### src/ntt_pkg.sv
// NTT butterfly shared types

package ntt_pkg;

    // --------------------
    // Widths and latencies
    // --------------------
    localparam int COEFF_W = 23;

    // Product register, Barrett quotient, corrected remainder
    localparam int MULT_LATENCY = 3;

    // Input register stage followed by the multiplier
    localparam int BF_LATENCY = MULT_LATENCY + 1;

    typedef logic [COEFF_W-1:0] coeff_t;

    // Operation select
    typedef enum logic [2:0] {
        ct  = 3'd0,
        gs  = 3'd1,
        pwm = 3'd2,
        pwa = 3'd3,
        pws = 3'd4
    } mode_e;

    // --------------------
    // Single unit operands and results
    // --------------------
    typedef struct packed {
        coeff_t u;
        coeff_t v;
        coeff_t w;
    } bf_in_t;

    typedef struct packed {
        coeff_t u;
        coeff_t v;
    } bf_out_t;

    // --------------------
    // 2x2 block operands and results
    // --------------------
    // Stage-2 twiddles w10 and w11 arrive with the stage-1 operands
    typedef struct packed {
        coeff_t u00;
        coeff_t v00;
        coeff_t w00;
        coeff_t u01;
        coeff_t v01;
        coeff_t w01;
        coeff_t w10;
        coeff_t w11;
    } uvw_2x2_t;

    typedef struct packed {
        bf_in_t lane0;
        bf_in_t lane1;
        bf_in_t lane2;
        bf_in_t lane3;
    } pw_lanes_t;

    typedef struct packed {
        coeff_t u20;
        coeff_t v20;
        coeff_t u21;
        coeff_t v21;
    } uv_2x2_t;

    typedef struct packed {
        coeff_t uv0;
        coeff_t uv1;
        coeff_t uv2;
        coeff_t uv3;
    } pw_out_t;

endpackage

### src/ntt_ready_tracker.sv
// Result ready strobe generation

module ntt_ready_tracker (
    input  logic           clk,
    input  logic           reset_n,
    input  logic           zeroize_i,
    input  logic           enable_i,
    input  ntt_pkg::mode_e mode_i,
    output logic           ready_o
);

    localparam int BF_LAT = ntt_pkg::BF_LATENCY;
    localparam int DEPTH  = 2 * BF_LAT;

    logic [DEPTH-1:0] ready_sr;
    logic             two_stage;

    // ct and gs pass through both butterfly stages
    assign two_stage = (mode_i == ntt_pkg::ct) || (mode_i == ntt_pkg::gs);

    always_ff @(posedge clk or negedge reset_n) begin
        if (!reset_n) begin
            ready_sr <= '0;
        end else if (zeroize_i) begin
            ready_sr <= '0;
        end else if (two_stage) begin
            ready_sr <= {enable_i, ready_sr[DEPTH-1:1]};
        end else begin
            // Pointwise sets enter halfway down
            ready_sr <= {{(DEPTH-BF_LAT){1'b0}}, enable_i, ready_sr[BF_LAT-1:1]};
        end
    end

    assign ready_o = ready_sr[0];

    // Mode may only change once every accepted set has left the pipe
    a_mode_stable_in_flight: assert property (
        @(posedge clk) disable iff (!reset_n || zeroize_i)
        (enable_i || (|ready_sr[DEPTH-1:1])) |=> $stable(mode_i)
    );

endmodule
### config.mk
export PLATFORM = sky130hd
export DESIGN_NAME = ntt_ready_tracker
export DESIGN_NICKNAME = d
export VERILOG_FILES = /design/src/ntt_pkg.sv /design/src/ntt_ready_tracker.sv
export SDC_FILE = /design/constraint.sdc
export NUM_CORES = 1
export LEC_CHECK = 0
export BUFFER_PORTS_ARGS = -buffer_cell sky130_fd_sc_hd__buf_2
export CAP_MARGIN = 20
export CORE_AREA = 2 2 39 41
export CTS_CLUSTER_DIAMETER = 120
export CTS_CLUSTER_SIZE = 14
export DETAILED_ROUTE_END_ITERATION = 10
export DIE_AREA = 0 0 41 43
export GPL_TIMING_DRIVEN = 0
export PLACE_DENSITY_LB_ADDON = 0.15
export REMOVE_ABC_BUFFERS = 1
export SYNTH_ARGS = -nofsm -noshare
export SYNTH_HDL_FRONTEND = slang
export SYNTH_SLANG_ARGS = --single-unit
export TNS_END_PERCENT = 1
### constraint.sdc
create_clock -name clk -period 2.4 [get_ports clk]
set_input_delay 0.48 -clock clk [delete_from_list [all_inputs] [get_ports clk]]
set_output_delay 0.48 -clock clk [all_outputs]
set_load 0.01 [all_outputs]
==> results summary <==
In the routed layout, each cell is associated on average with a via count of 3.55. The cell type with the largest total area after synthesis is dfrtp_1. The initial antenna violation count is 0. The final antenna-violating net count is 0. The via count of the first global-routing pass is 162. In this run, CTS created clock tree buffers numbering 3. Yosys printed 0 warnings. The average wire per standard cell came out at 9.66 um. The count of endpoints failing setup in the final report is 0. The number of vias in the routed layout is 156. The category of the most critical setup path is reg2out. The clock sink total came out at 8.

The worst hold margin is 68.6 ps. The worst min-delay path class is in2async. Of all nets on the critical path, the largest fanout is 1.

The total global routing overflow is 0. In the final layout, the registers with the most flip-flops are ready_sr (8). The most crowded layer after global routing is met1. Before antenna repair, the detailed router went through 2 iterations. The area growth from synthesis to layout is 27.1%. Setup repair after global routing left no endpoint under its margin. The clock passes through at most 2 buffers. The count of buffers inserted at the top-level ports came out at 6.

The capturing element type of the critical path is an output pin. For met2 alone, demand over resource in global routing was 0.0688. The number of max-slew violations in the final report is 0.

The number of cell rows came out at 14. The total wire length came out at 425 um. The total count of hold-check failures in the final report is 0. The fraction of met3 tracks used by global routing is 0.0314. The startpoint type of the worst setup path is a register. 0 antenna diodes ended up in the layout. After the first detailed-routing iteration, the DRC count stood at 1.

The unique cell type count in the Yosys netlist came out at 7. TritonCTS built the clock tree. The power per cell area came out at 726 nW/um^2. The commonest non-fill, non-tap cell in the layout is dfrtp_1.

The synthesized cell area came out at 268 um^2. The sequential-to-total area share from yosys stat came out at 0.748. Of the cells placed in the final design, the portion with a size suffix greater than 1 is 0.321. The global routing met1 resource utilization is 0.0927. The setup clock skew after layout is 1.83 ps. The leakage power is 0.000172 uW.

The first global-routing pass estimated 696 um of wire. The cell family contributing the most delay on the critical path is flip-flops. At the end of the flow, the number of nets in the layout was 37. The number of buffers and inverters on the critical path came out at 1. The headroom to the max-slew limit came out at 0.780. Yosys attributes the largest share of cell area to dfrtp_1, and2_1, nor2b_1. The post-route clock period utilization came out at 0.500. The peak supply drop came out at 0.000160 V. The post-cts hold buffer count is 0. The clock transition at the registers of the reported paths is 50 ps. The slowest stage of the critical path belongs to the cell dfrtp_1.

The level count of the clock H-tree is 1. The share of synthesized area in the top cell type comes to 0.748. The number of ports placed on the die boundary came out at 8. The register with the most flip-flops in the final layout is ready_sr. The aggregate negative setup slack came out at 0 ps.

For the pin with the worst max-slew slack, the measured transition is 327 ps. The max-capacitance violation count came out at 0. The fmax is 0.833 GHz. The setup fix buffers added after clock tree synthesis is 0.

The effective utilization at floorplan came out at 0.193. STA puts the critical path data arrival time at 720 ps. The average size of a mapped cell is 14.1 um^2. The die span in y is 43 um. The final weighted congestion of routability-driven global placement is 0.654. The synthesized flop and latch total is 8.

The die is 41 um wide. The number of flip-flops under the largest register name came out at 8. The cell count after synthesis came out at 19.

The largest net degree at the start of global routing is 9. The flow ran to the end, and the final reports show no timing, DRC or antenna violations. The global router's overall resource usage came out at 0.0689.

The clock reaches the later pin of the worst-skew pair after 240 ps. The peak per-stage delay on the critical path is 350 ps. The area of the die is 1760 um^2.

The number of DRC violations after detailed routing came out at 0. The final critical path time including I/O delays and setup is 1200 ps. The post-cts resize count is 0.

The critical path goes through buf_2. In the layout the commonest cells are dfrtp_1, buf_2, and2_1. The required arrival time at the worst endpoint came out at 1920 ps.

The placeable core region is 1380 um^2. The clock root buffer master is clkbuf_4.
[metrics by stage]
stage | std cells | setup WS [ps] | utilization | area, um^2 | total power [uW]
final | 44 | 1200 | 0.246 | 340 | 247
after global routing | 44 | 1150 | 0.246 | 340 | 267
after CTS | 44 | 1180 | 0.246 | 340 | 257
after detailed placement | 41 | 1210 | 0.230 | 318 | 153
after global placement | 41 | 1220 | 0.230 | 318 | 152
after floorplan | 19 | 1380 | - | 268 | 143
[final timing paths]
| kind | from | to | slack [ps] | depth (start not counted) |
|---|---|---|---|---|
| max | ready_sr[0]$_DFF_PN0_ | ready_o | 1200 | 1 |
| max in group asynchronous | reset_n | ready_sr[5]$_DFF_PN0_ | 2160 | 1 |
| min in group clk | zeroize_i | ready_sr[2]$_DFF_PN0_ | 450 | 2 |
| min reg2reg | ready_sr[5]$_DFF_PN0_ | ready_sr[4]$_DFF_PN0_ | 450 | 1 |
| max reg2reg | ready_sr[4]$_DFF_PN0_ | ready_sr[3]$_DFF_PN0_ | 1540 | 2 |
| min | reset_n | ready_sr[2]$_DFF_PN0_ | 70 | 1 |
[area by class of cell]
class | instances | area, um^2
flip-flops and latches | 8 | 200
clock buffers | 3 | 22.5
repair buffers | 6 | 30.0
multi-input cells | 11 | 67.6
well taps | 16 | 20.0
fillers | 156 | 1040
[cells by family (layout without fill, tap and decap cells)]
family / count (synthesis) / in the layout / synth area share
AND/OR/NAND/NOR: 9 / 9 / 0.215
buffers and inverters: 0 / 9 / 0
AO/OA/AOI/OAI: 2 / 2 / 0.0373
flip-flops: 8 / 8 / 0.748
[report_power, final]
part	total [uW]	switching, uW	leakage [uW]	internal (uW)
Combinational	11.6	6.79	0.0000478	4.81
Sequential	138	0.601	0.000110	138
Clock	97.3	40.5	0.0000138	56.9
Total	247	47.9	0.000172	199
[layer usage]
metal,part of all wire,wire [um]
met5,0,0
met1,0.49,207
met2,0.44,186
met4,0,0
met3,0.073,31
[cell usage after synthesis (all sizes together)]
library cell and count:
a21oi 1, dfrtp 8, nor3 1, or3b 1, nor2b 3, and2 4
o21ai 1
Power figures use the tool's default switching activity.
