===== config.mk =====
export PLATFORM = sky130hd
export DESIGN_NAME = ntt_operand_router
export DESIGN_NICKNAME = d
export VERILOG_FILES = /design/src/ntt_pkg.sv /design/src/ntt_operand_router.sv
export SDC_FILE = /design/constraint.sdc
export NUM_CORES = 1
export LEC_CHECK = 0
export ABC_AREA = 0
export BUFFER_PORTS_ARGS = -buffer_cell sky130_fd_sc_hd__buf_2
export CORE_AREA = 2 2 329 331
export CTS_CLUSTER_SIZE = 10
export DETAILED_ROUTE_END_ITERATION = 6
export DIE_AREA = 0 0 331 333
export GPL_ROUTABILITY_DRIVEN = 0
export PLACE_DENSITY_LB_ADDON = 0.05
export SKIP_LAST_GASP = 1
export SLEW_MARGIN = 20
export SYNTH_ARGS = -nofsm -noshare
export SYNTH_HDL_FRONTEND = slang
export SYNTH_SLANG_ARGS = --single-unit

===== constraint.sdc =====
create_clock -name clk -period 1.7 [get_ports clk]
set_input_delay 0.17 -clock clk [delete_from_list [all_inputs] [get_ports clk]]
set_output_delay 0.17 -clock clk [all_outputs]
set_load 0.005 [all_outputs]

===== src/ntt_pkg.sv =====
// NTT butterfly shared types

package ntt_pkg;

    // --------------------
    // Widths and latencies
    // --------------------
    localparam int COEFF_W = 23;

    // Product register, Barrett quotient, corrected remainder
    localparam int MULT_LATENCY = 3;

    // Input register stage followed by the multiplier
    localparam int BF_LATENCY = MULT_LATENCY + 1;

    typedef logic [COEFF_W-1:0] coeff_t;

    // Operation select
    typedef enum logic [2:0] {
        ct  = 3'd0,
        gs  = 3'd1,
        pwm = 3'd2,
        pwa = 3'd3,
        pws = 3'd4
    } mode_e;

    // --------------------
    // Single unit operands and results
    // --------------------
    typedef struct packed {
        coeff_t u;
        coeff_t v;
        coeff_t w;
    } bf_in_t;

    typedef struct packed {
        coeff_t u;
        coeff_t v;
    } bf_out_t;

    // --------------------
    // 2x2 block operands and results
    // --------------------
    // Stage-2 twiddles w10 and w11 arrive with the stage-1 operands
    typedef struct packed {
        coeff_t u00;
        coeff_t v00;
        coeff_t w00;
        coeff_t u01;
        coeff_t v01;
        coeff_t w01;
        coeff_t w10;
        coeff_t w11;
    } uvw_2x2_t;

    typedef struct packed {
        bf_in_t lane0;
        bf_in_t lane1;
        bf_in_t lane2;
        bf_in_t lane3;
    } pw_lanes_t;

    typedef struct packed {
        coeff_t u20;
        coeff_t v20;
        coeff_t u21;
        coeff_t v21;
    } uv_2x2_t;

    typedef struct packed {
        coeff_t uv0;
        coeff_t uv1;
        coeff_t uv2;
        coeff_t uv3;
    } pw_out_t;

endpackage


===== src/ntt_operand_router.sv =====
// Butterfly operand routing and twiddle delay

module ntt_operand_router (
    input  logic                clk,
    input  logic                reset_n,
    input  logic                zeroize_i,
    input  ntt_pkg::mode_e      mode_i,
    input  ntt_pkg::uvw_2x2_t   uvw_i,
    input  ntt_pkg::pw_lanes_t  pw_i,
    input  ntt_pkg::bf_out_t    stage1_u_res_i,
    input  ntt_pkg::bf_out_t    stage1_v_res_i,
    output ntt_pkg::bf_in_t     op00_o,
    output ntt_pkg::bf_in_t     op01_o,
    output ntt_pkg::bf_in_t     op10_o,
    output ntt_pkg::bf_in_t     op11_o
);

    ntt_pkg::coeff_t [ntt_pkg::BF_LATENCY-1:0] w10_sr;
    ntt_pkg::coeff_t [ntt_pkg::BF_LATENCY-1:0] w11_sr;
    logic pw_mode;

    // --------------------
    // Stage-2 twiddle delay
    // --------------------
    // Holds w10/w11 until the matching stage-1 results appear
    always_ff @(posedge clk or negedge reset_n) begin
        if (!reset_n) begin
            w10_sr <= '0;
            w11_sr <= '0;
        end else if (zeroize_i) begin
            w10_sr <= '0;
            w11_sr <= '0;
        end else begin
            w10_sr <= {uvw_i.w10, w10_sr[ntt_pkg::BF_LATENCY-1:1]};
            w11_sr <= {uvw_i.w11, w11_sr[ntt_pkg::BF_LATENCY-1:1]};
        end
    end

    assign pw_mode = mode_i inside {ntt_pkg::pwm, ntt_pkg::pwa, ntt_pkg::pws};

    always_comb begin
        if (pw_mode) begin
            // Four independent lanes
            op00_o = pw_i.lane0;
            op01_o = pw_i.lane1;
            op10_o = pw_i.lane2;
            op11_o = pw_i.lane3;
        end else begin
            op00_o = '{u: uvw_i.u00, v: uvw_i.v00, w: uvw_i.w00};
            op01_o = '{u: uvw_i.u01, v: uvw_i.v01, w: uvw_i.w01};
            // Cross-over of stage-1 results
            op10_o = '{u: stage1_u_res_i.u, v: stage1_v_res_i.u, w: w10_sr[0]};
            op11_o = '{u: stage1_u_res_i.v, v: stage1_v_res_i.v, w: w11_sr[0]};
        end
    end

endmodule


==> parameters.txt <==
Parameter                              Value

Clock network
  Deepest level of the CTS H-tree ... 4
  Clk sinks ... 184
  Total clock buffers created by CTS ... 17
  Clock network latency to the later pin of the worst-skew pair ... 500 ps
  Clock-pin slew on the worst setup and hold paths ... 70 ps
  Buffers from clock root to sink, at most ... 2
  TritonCTS clock tree ... done
  Clock Root Buffer ... sky130_fd_sc_hd__clkbuf_16

Yosys
  Cell area after technology mapping ... about 9200 um2
  Post-synthesis area per instance ... roughly 13 um2
  Number of instances in the synthesized netlist ... roughly 700
  Number of nets in the synthesized netlist ... 1,254
  Fraction of the yosys area taken by sequential cells ... 0.501
  Synthesized flop and latch total ... approximately 180
  Number of warnings reported in the yosys synthesis log ... 0
  Unique masters post-synth ... 10

Die
  Site row count ... 120
  Die boundary height ... about 330 um
  Core region area ... ~110,000 um2
  Starting Density ... 0.0862
  I/O Pins ... approximately 830
  Die outline width ... 331 um
  DIE AREA ... 110,000 um2

Placed design
  Detailed placer's ending HPWL ... between 70,000 and 80,000 um
  Post-placement cell area ... between 15,000 and 20,000 um2
  Post-placement cell count ... approximately 2,900
  Port Buffer Count ... 833

Critical path
  Startpoint types ... input pin
  Maximum net fanout on the critical path ... 10
  Data required time of the critical path ... between 1500 and 2000 ps
  Critical path capture point type ... output port
  Setup CP Type ... in -> out
  Arrival time at the worst endpoint ... ~1600 ps

Global routing
  Total global routing overflow ... 0
  First-pass GRT wire length ... 103,000 um
  Maximum number of pins on one net before global-route repair ... 54
  Vias in the first global route ... ~9,400
  Total Routing Usage GR ... 0.147
  Initial antenna violation count ... 104

Pwr
  Total power divided by cell area ... roughly 700 nW/um2
  Total power of the final layout ... between 10,000 and 15,000 uW
  Leak Pwr ... between 0.008 and 0.009 uW
  IR Drop Worst-Case VDD ... roughly 0.00052 V

Timing
  Worst slew margin ... 0.718
  Highest achievable clock rate ... approximately 0.56 GHz
  Unrepaired setup endpoints after global routing ... true
  Final worst slack ... -92.0 ps
  Final period utilization ... 1.05
  Worst hold slack across all endpoints ... roughly 43 ps
  Endpoints failing hold ... 0
  Worst Max-Slew Pin Slew ... 422 ps
  Worst clock skew on the final layout ... about 11 ps
  Total of endpoints with negative setup slack in the final report ... 257
  Total negative slack for setup checks ... -10,490 ps
  Final min period ... between 1500 and 2000 ps
  Final max-slew violation count ... 0

Min path
  Worst min-delay path class ... in -> reg

Layout
  Share of final-layout standard cells stronger than drive strength 1 ... 0.729
  Layout Cells excl Fill ... between 3,000 and 4,000
  Final std cell area, no fill ... between 15,000 and 20,000 um2
  Sequential cell area in the final layout ... 4600 um2
  Syn-to-layout area delta ... 94.2%
  Filler cell count in the final layout ... 12,100
  Footprint of the multi-input gates ... 4600 um2
  Nets ... around 2,200

Drt
  Met3 routed WL ... roughly 14,000 um
  Vias per std cell ... 3.10
  Met2 Wirelength ... between 30,000 and 40,000 um
  Number of remaining DRC errors ... 0
  Wire length the detailed router placed on met1 ... 38,400 um
  Antenna Nets Post-Route ... 0
  Starting DRT DRC Count ... approximately 420
  WL/cell ... 28.6 um
  Pre-Repair DR Iteration Count ... 6
  Routed via count ... between 9,000 and 10,000
  Routed wire length ... just under 90,000 um
  Top Layer Used ... met5

Status
  Violated checks ... negative setup slack
  Result of the run ... finished with violations

Job
  Maximum Capacitance Violations ... 0
==> kinds of logic (layout without fill, tap and decap cells) <==
| family | count (synthesis) | after routing | synth area share |
|---|---|---|---|
| buffers and inverters | 50 | 969 | 0.0335 |
| DFF | 184 | 184 | 0.501 |
| muxes | 277 | 277 | 0.340 |
| other | 0 | 26 | 0 |
| and+or+nand+nor | 185 | 185 | 0.126 |
==> worst max-delay path, cell delays in order <==
cell and delay [ps]:
sky130_fd_sc_hd__buf_6 100, sky130_fd_sc_hd__nand2b_4 130, sky130_fd_sc_hd__mux2i_4 160, sky130_fd_sc_hd__buf_12 170, sky130_fd_sc_hd__clkbuf_16 210, sky130_fd_sc_hd__buf_16 160
sky130_fd_sc_hd__mux2_1 330, sky130_fd_sc_hd__buf_2 160
==> through the flow <==
step / setup slack [ps] / util
detailed placement: -187 / 0.143
global placement: -180 / 0.143
global route: -131 / 0.167
CTS: -148 / 0.156
floorplan: 284 / -
finish: -92.0 / 0.167
==> layer usage <==
layer  GRT usage  up-vias
met1       0.190     4529
met3       0.111      107
li1            -     4209
met5           0        -
met2       0.192      517
met4      0.0294       64
==> cells in the final DEF (no fill, tap or decap) <==
cell and instances:
sky130_fd_sc_hd__buf_8 3, sky130_fd_sc_hd__mux2_4 81, sky130_fd_sc_hd__clkbuf_8 3, sky130_fd_sc_hd__clkinvlp_4 2, sky130_fd_sc_hd__buf_4 7, sky130_fd_sc_hd__buf_12 18
sky130_fd_sc_hd__clkbuf_16 31, sky130_fd_sc_hd__nand2b_4 1, sky130_fd_sc_hd__mux2_2 173, sky130_fd_sc_hd__buf_2 757, sky130_fd_sc_hd__dfrtp_1 184, sky130_fd_sc_hd__buf_6 81
sky130_fd_sc_hd__nor2b_1 184, sky130_fd_sc_hd__mux2_1 22, sky130_fd_sc_hd__buf_16 9, sky130_fd_sc_hd__inv_8 3, sky130_fd_sc_hd__inv_6 2, sky130_fd_sc_hd__clkinv_8 2
sky130_fd_sc_hd__dlygate4sd3_1 47, sky130_fd_sc_hd__mux2i_4 1, sky130_fd_sc_hd__diode_2 26, sky130_fd_sc_hd__clkinv_4 4
==> power by group <==
group	internal, uW	leakage (uW)	switching, uW
Combinational	2140	0.00604	1680
Clock	2020	0.000282	2080
Sequential	4510	0.00248	39.1
Total	8670	0.00880	3800
==> cell usage after synthesis, drive strengths merged <==
library cell / number / share of area
clkbuf: 20 / 0.0082
nand2b: 1 / 0.00068
buf: 30 / 0.025
nor2b: 184 / 0.13
mux2: 276 / 0.34
dfrtp: 184 / 0.50
mux2i: 1 / 0.0015
==> repair_timing <==
item                       4_1_cts  5_1_grt
cloned                           4       20
resized for setup               34      172
setup endpoints to repair      275      265
setup buffers                    5        1
hold buffers                    47        0
hold endpoints to repair       176        0
==> registers in the layout, summed over array words and instances, names as in the netlist <==
signal,flops
w10_sr,92
w11_sr,92
==> area by class of cell <==
| class | instances | area share |
|---|---|---|
| antenna | 26 | 0.00364 |
| clock buffer | 19 | 0.0254 |
| clock inverter | 13 | 0.00750 |
| multi-input combinational | 462 | 0.258 |
| sequential | 184 | 0.258 |
| tap | 1403 | 0.0983 |
| timing repair buffer | 937 | 0.350 |
==> final timing paths <==
kind	from	to	slack [ps]	cells past startpoint
worst max register to register	w11_sr[25]$_DFF_PN0_	w11_sr[2]$_DFF_PN0_	1030	1
max in group asynchronous	reset_n	w10_sr[8]$_DFF_PN0_	910	3
worst max-delay path	mode_i[0]	op11_o[28]	-90	8
worst min-delay path	zeroize_i	w10_sr[82]$_DFF_PN0_	40	2
worst min register to register	w10_sr[46]$_DFF_PN0_	w10_sr[23]$_DFF_PN0_	460	1
min in group asynchronous	reset_n	w10_sr[41]$_DFF_PN0_	160	2
No activity file was read; power rests on OpenSTA's default activity.
