--- src/ntt_pkg.sv ---
// NTT butterfly shared types

package ntt_pkg;

    // --------------------
    // Widths and latencies
    // --------------------
    localparam int COEFF_W = 23;

    // Product register, Barrett quotient, corrected remainder
    localparam int MULT_LATENCY = 3;

    // Input register stage followed by the multiplier
    localparam int BF_LATENCY = MULT_LATENCY + 1;

    typedef logic [COEFF_W-1:0] coeff_t;

    // Operation select
    typedef enum logic [2:0] {
        ct  = 3'd0,
        gs  = 3'd1,
        pwm = 3'd2,
        pwa = 3'd3,
        pws = 3'd4
    } mode_e;

    // --------------------
    // Single unit operands and results
    // --------------------
    typedef struct packed {
        coeff_t u;
        coeff_t v;
        coeff_t w;
    } bf_in_t;

    typedef struct packed {
        coeff_t u;
        coeff_t v;
    } bf_out_t;

    // --------------------
    // 2x2 block operands and results
    // --------------------
    // Stage-2 twiddles w10 and w11 arrive with the stage-1 operands
    typedef struct packed {
        coeff_t u00;
        coeff_t v00;
        coeff_t w00;
        coeff_t u01;
        coeff_t v01;
        coeff_t w01;
        coeff_t w10;
        coeff_t w11;
    } uvw_2x2_t;

    typedef struct packed {
        bf_in_t lane0;
        bf_in_t lane1;
        bf_in_t lane2;
        bf_in_t lane3;
    } pw_lanes_t;

    typedef struct packed {
        coeff_t u20;
        coeff_t v20;
        coeff_t u21;
        coeff_t v21;
    } uv_2x2_t;

    typedef struct packed {
        coeff_t uv0;
        coeff_t uv1;
        coeff_t uv2;
        coeff_t uv3;
    } pw_out_t;

endpackage

--- src/ntt_butterfly.sv ---
// Single CT/GS/pointwise butterfly unit

module ntt_butterfly #(
    parameter int unsigned Q = 8380417
) (
    input  logic             clk,
    input  logic             reset_n,
    input  logic             zeroize_i,
    input  ntt_pkg::mode_e   mode_i,
    input  logic             accumulate_i,
    input  ntt_pkg::bf_in_t  op_i,
    output ntt_pkg::bf_out_t res_o
);

    localparam int W = ntt_pkg::COEFF_W;
    localparam logic [W:0] Q_X = (W+1)'(Q);

    // Term that bypasses the multiplier, tagged with its mode
    typedef struct packed {
        ntt_pkg::coeff_t side;
        ntt_pkg::mode_e  mode;
    } side_t;

    function automatic ntt_pkg::coeff_t add_mod(input ntt_pkg::coeff_t a,
                                                input ntt_pkg::coeff_t b);
        logic [W:0] s;
        s = a + b;
        if (s >= Q_X) begin
            s = s - Q_X;
        end
        return s[W-1:0];
    endfunction

    function automatic ntt_pkg::coeff_t sub_mod(input ntt_pkg::coeff_t a,
                                                input ntt_pkg::coeff_t b);
        logic [W:0] d;
        d = {1'b0, a} - {1'b0, b};
        if (a < b) begin
            d = d + Q_X;
        end
        return d[W-1:0];
    endfunction

    ntt_pkg::bf_in_t s1_op;
    ntt_pkg::coeff_t s1_sum;
    ntt_pkg::coeff_t s1_diff;
    ntt_pkg::mode_e  s1_mode;
    logic            s1_acc;

    ntt_pkg::coeff_t mult_a;
    ntt_pkg::coeff_t mult_b;
    ntt_pkg::coeff_t mult_p;
    side_t           side_in;
    side_t [ntt_pkg::MULT_LATENCY-1:0] side_sr;
    side_t           side_out;

    // --------------------
    // Input stage
    // --------------------
    always_ff @(posedge clk or negedge reset_n) begin
        if (!reset_n) begin
            s1_op   <= '0;
            s1_sum  <= '0;
            s1_diff <= '0;
            s1_mode <= ntt_pkg::ct;
            s1_acc  <= 1'b0;
        end else if (zeroize_i) begin
            s1_op   <= '0;
            s1_sum  <= '0;
            s1_diff <= '0;
            s1_mode <= ntt_pkg::ct;
            s1_acc  <= 1'b0;
        end else begin
            s1_op   <= op_i;
            s1_sum  <= add_mod(op_i.u, op_i.v);
            s1_diff <= sub_mod(op_i.u, op_i.v);
            s1_mode <= mode_i;
            s1_acc  <= accumulate_i;
        end
    end

    // Multiplier operands and bypass term per mode
    always_comb begin
        mult_a       = '0;
        mult_b       = '0;
        side_in.side = '0;
        side_in.mode = s1_mode;
        case (s1_mode)
            ntt_pkg::ct: begin
                mult_a       = s1_op.v;
                mult_b       = s1_op.w;
                side_in.side = s1_op.u;
            end
            ntt_pkg::gs: begin
                mult_a       = s1_diff;
                mult_b       = s1_op.w;
                side_in.side = s1_sum;
            end
            ntt_pkg::pwm: begin
                mult_a       = s1_op.u;
                mult_b       = s1_op.v;
                side_in.side = s1_acc ? s1_op.w : '0;
            end
            ntt_pkg::pwa: side_in.side = s1_sum;
            ntt_pkg::pws: side_in.side = s1_diff;
            default: ;
        endcase
    end

    ntt_mod_mult #(
        .Q(Q)
    ) u_mult (
        .clk       (clk),
        .reset_n   (reset_n),
        .zeroize_i (zeroize_i),
        .a_i       (mult_a),
        .b_i       (mult_b),
        .p_o       (mult_p)
    );

    // --------------------
    // Bypass delay
    // --------------------
    always_ff @(posedge clk or negedge reset_n) begin
        if (!reset_n) begin
            side_sr <= '0;
        end else if (zeroize_i) begin
            side_sr <= '0;
        end else begin
            side_sr <= {side_in, side_sr[ntt_pkg::MULT_LATENCY-1:1]};
        end
    end

    assign side_out = side_sr[0];

    // Final add/sub after the product lands
    always_comb begin
        res_o.u = side_out.side;
        res_o.v = '0;
        case (side_out.mode)
            ntt_pkg::ct: begin
                res_o.u = add_mod(side_out.side, mult_p);
                res_o.v = sub_mod(side_out.side, mult_p);
            end
            ntt_pkg::gs:  res_o.v = mult_p;
            ntt_pkg::pwm: res_o.u = add_mod(side_out.side, mult_p);
            default: ;
        endcase
    end

endmodule

--- src/ntt_mod_mult.sv ---
// Pipelined Barrett modular multiplier

module ntt_mod_mult #(
    parameter int unsigned Q = 8380417
) (
    input  logic            clk,
    input  logic            reset_n,
    input  logic            zeroize_i,
    input  ntt_pkg::coeff_t a_i,
    input  ntt_pkg::coeff_t b_i,
    output ntt_pkg::coeff_t p_o
);

    localparam int W = ntt_pkg::COEFF_W;

    // floor(2^(2W) / Q)
    localparam logic [2*W:0] BARRETT_MU = {1'b1, {(2*W){1'b0}}} / Q;
    localparam ntt_pkg::coeff_t Q_C = ntt_pkg::coeff_t'(Q);
    localparam logic [W+1:0] Q_X1 = (W+2)'(Q);
    localparam logic [W+1:0] Q_X2 = (W+2)'(2 * Q);

    logic [2*W-1:0] prod_q;
    logic [2*W-1:0] prod_d;
    logic [W:0]     quot_q;
    ntt_pkg::coeff_t res_q;

    logic [4*W:0]   mu_prod;
    logic [2*W-1:0] quot_mult;
    logic [2*W-1:0] rem_full;
    logic [W+1:0]   rem;
    logic [W+1:0]   red;

    assign mu_prod   = prod_q * BARRETT_MU;
    assign quot_mult = quot_q * Q_C;
    assign rem_full  = prod_d - quot_mult;

    // Estimate is at most two short, so the remainder stays below 3Q
    assign rem = rem_full[W+1:0];

    always_comb begin
        if (rem >= Q_X2) begin
            red = rem - Q_X2;
        end else if (rem >= Q_X1) begin
            red = rem - Q_X1;
        end else begin
            red = rem;
        end
    end

    always_ff @(posedge clk or negedge reset_n) begin
        if (!reset_n) begin
            prod_q <= '0;
            prod_d <= '0;
            quot_q <= '0;
            res_q  <= '0;
        end else if (zeroize_i) begin
            prod_q <= '0;
            prod_d <= '0;
            quot_q <= '0;
            res_q  <= '0;
        end else begin
            prod_q <= a_i * b_i;
            prod_d <= prod_q;
            quot_q <= mu_prod[2*W +: W+1];
            res_q  <= red[W-1:0];
        end
    end

    assign p_o = res_q;

    a_operands_in_range: assert property (
        @(posedge clk) disable iff (!reset_n || zeroize_i)
        (a_i < Q) && (b_i < Q)
    );

endmodule

--- config.mk ---
export PLATFORM = sky130hd
export DESIGN_NAME = ntt_butterfly
export DESIGN_NICKNAME = d
export VERILOG_FILES = /design/src/ntt_pkg.sv /design/src/ntt_butterfly.sv /design/src/ntt_mod_mult.sv
export SDC_FILE = /design/constraint.sdc
export NUM_CORES = 2
export LEC_CHECK = 0
export ABC_AREA = 1
export ABC_CLOCK_PERIOD_IN_PS = 7570
export BUFFER_PORTS_ARGS = -buffer_cell sky130_fd_sc_hd__buf_4
export CAP_MARGIN = 15
export CORE_UTILIZATION = 57
export DETAILED_ROUTE_END_ITERATION = 16
export GPL_TIMING_DRIVEN = 0
export PLACE_DENSITY = 0.77
export REMOVE_ABC_BUFFERS = 1
export SYNTH_ARGS = -nofsm -noshare
export SYNTH_HDL_FRONTEND = slang
export SYNTH_HIERARCHICAL = 1
export SYNTH_SLANG_ARGS = --single-unit
--- constraint.sdc ---
create_clock -name clk -period 7.57 [get_ports clk]
set_input_delay 0.3785 -clock clk [delete_from_list [all_inputs] [get_ports clk]]
set_output_delay 0.3785 -clock clk [all_outputs]
set_load 0.05 [all_outputs]
==> flow_summary.toml <==
[outcome]
status = "finished with violations"
violations = "setup timing"

[synthesis]
yosys.area_share.simple_pct = 23.66
synth_top_family_by_area = "adder cells"
syn_avg_cell_area_sq_um = 7.246
synth_area_leaders = "fa_1 (23%), dfrtp_1 (15%), ha_1 (14%), nand2_1 (13%), inv_1 (12%)"
dominantRegCellSynth = "dfrtp_1"
synth_edf_count = 0
yosysSeqAreaShare_pct = 14.93
synth_top_area_share_pct = 22.94
synth_xor_area_share_pct = 2.237
ys_warn_count = 6
ys_ff_latch = 315
synth_fa_ha_area_share_pct = 36.94
synthMuxAreaShare_pct = 0
synth_top_area_cell = "fa_1"
synth_compound_area_share_pct = 8.360
yosysUniqueCellTypes = 62
netlist_area_sq_um = 52800
syn_inst = 7287
async_flop_share_pct = 100.0

[placement]
placed_area_sq_um = 55430
port_buffers = 121
gp_congestion = 1.053
post-place-cells = 8472
dp_hpwl_um = 138300

[final_layout]
instances_no_fill = 8723
area_delta_synth_final_pct = 11.96
drive_gt1_share_pct = 9.438
design_area_sq_um = 59120
fin_nets = 8764

[timing]
skew_ns = 0.03622
fin_crit_ns = 7.645
tightest_slew_ns = 1.163
post-route-worst-setup-slack_ns = -0.07545
rsz0062_at_grt = "true"
max_slew_margin_pct = 22.46
worst_hold_slack_ns = 0.009921
setup_viol_count_final = 2
min_period_over_period_pct = 101.0
hold_viol = 0
final-max-slew-violation-count = 0
fmax_mhz = 130.8

[worst_setup_path]
cp.arrival_ns = 8.17
slowest_stage = "dfrtp_4"
worstPathMaxFanout = 8
cp_top_family = "adder cells"
crit_top_cell = "fa_1"
setup.worst_path.end_class = "flop"
startpoint = "s1_mode[2]"
cp_num_buf_inv = 11
r2r_start = "s1_mode[2]"
crit_type = "reg2reg"
required_ns = 8.10
critical-path-max-stage-delay_ns = 0.61
critPathLaunchType = "flop"

[floorplan]
die_x_um = 306.4
die-area_sq_um = 93860
dieHeight_um = 306.4
ios = 122
initial_core_util_pct = 57.61
coreArea_sq_um = 91660
rows = 111

[hold_path]
hp-class = "in2reg"
min_from = "op_i[1]"

[detailed_routing]
drc_errors = 0
avgRoutedWirePerCell_um = 19.91
firstDrtPassIters = 8
ant_nets = 0
via_count = 48810
via_per_inst = 5.596
dr.first_iter.drc_count = 4269
wirelength_um = 173600

[cts]
cts_tree = "done"
path_clk_slew_ns = 0.06
cts_buffer_depth = 3
cts.sinks = 315
numCtsBuffers = 40
cts_root_buf = "clkbuf_16"
clkLatencyLatePin_ns = 0.62
h-tree-depth = 2

[global_route]
grt_pass1_wl_um = 264400
track_usage_pct = 36.30
antenna_found_initial = 18
grt-ovfl-total = 0
grt_max_degree = 135
first_global_vias = 49168

[run]
maxCapViolations = 0
## Yosys cell counts (90+ instances only)
master / instances
fa_1: 605
nand3_1: 285
a21oi_1: 313
clkbuf_1: 152
xor2_1: 106
dfrtp_1: 315
nor2_1: 650
inv_1: 1653
o21ai_0: 205
nand4_1: 90
nand2_1: 1776
ha_1: 591
## cells in the final DEF, fill, tap and decap left out, types with 174 or more instances in the layout
cell type  synthesis  routed
a21oi_1          313     294
fa_1             605     603
dfrtp_1          315     311
o21ai_0          205     174
nor2_1           650     634
inv_1           1653    1648
nand2_1         1776    1759
ha_1             591     575
nand3_1          285     283
buf_4             17     264
## stage by stage
step                      setup WS (ns)  utilization, %  setup TNS (ns)
after CTS                      0.005701           63.04               0
after global routing            -0.2422           64.49          -1.625
after floorplan                  -1.832               -          -51.40
after detailed placement         -2.037           60.47          -55.45
after global placement           -6.253           59.14         -233.45
final                          -0.07545           64.49        -0.08452
## state kept, by name (all words and copies together), names as in the netlist
signal and cells:
s1_diff 23, u_mult/prod_d 25, s1_mode 3, s1_op 69, s1_sum 23, side_sr 52
s1_acc 1, u_mult/prod_q 46, u_mult/quot_q 24, u_mult/p_o 23, side_out 26
## cell families (layout without fill, tap and decap cells)
group                    after synthesis  after routing
AO/OA/AOI/OAI                        745            746
XOR/XNOR                             134            134
buffers and inverters               1897           2129
AND/OR/NAND/NOR                     3000           3003
other                                  0             14
flip-flops                           315            315
adder cells (fa/ha/maj)             1196           1196
## worst min-delay path: stages
cell and delay (ns):
buf_4 0.11, inv_1 0.04, nor2_1 0.03
## routing by layer
layer | share of wire, % | GRT usage [%] | vias to the layer above | wire length, um
met5 | 0.040 | 0 | - | 69
met2 | 47 | 62.62 | 2365 | 82390
met1 | 38 | 42.78 | 23090 | 65180
met4 | 7.4 | 21.31 | 10 | 12860
li1 | - | - | 22600 | -
met3 | 7.6 | 5.682 | 745 | 13150
## worst paths after layout
kind,endpoint,slack [ns],cells after the start
setup / recovery,u_mult/prod_q[41],-0.08,32
hold / removal,s1_op[1],0.01,3
setup reg to reg,u_mult/prod_q[41],-0.08,32
hold reg to reg,side_out[22],0.45,2
max in group asynchronous,s1_mode[0],6.04,3
min in group asynchronous,u_mult/prod_d[1],0.34,2
## timing repair
action,CTS,global route
gates resized for setup,54,129
buffers inserted,54,82
pin swaps,33,50
cloned,3,6
hold buffers,19,0
endpoints found under the hold margin,99,0
endpoints found under the setup margin,59,47
## final cells by class
class                           count  area [sq um]
Fill cell                        7847         32550
Multi-Input combinational cell   5079         38440
Clock buffer                       47          1067
Inverter                         1689          6352
Sequential cell                   315          7890
Tap cell                         1186          1484
Clock inverter                     26         331.6
Antenna cell                       14         35.03
Timing Repair Buffer              367          3516
Power is left out: the tool's default activity adds up to more than one toggle a clock period on the data nets, which glitch-free logic cannot reach.
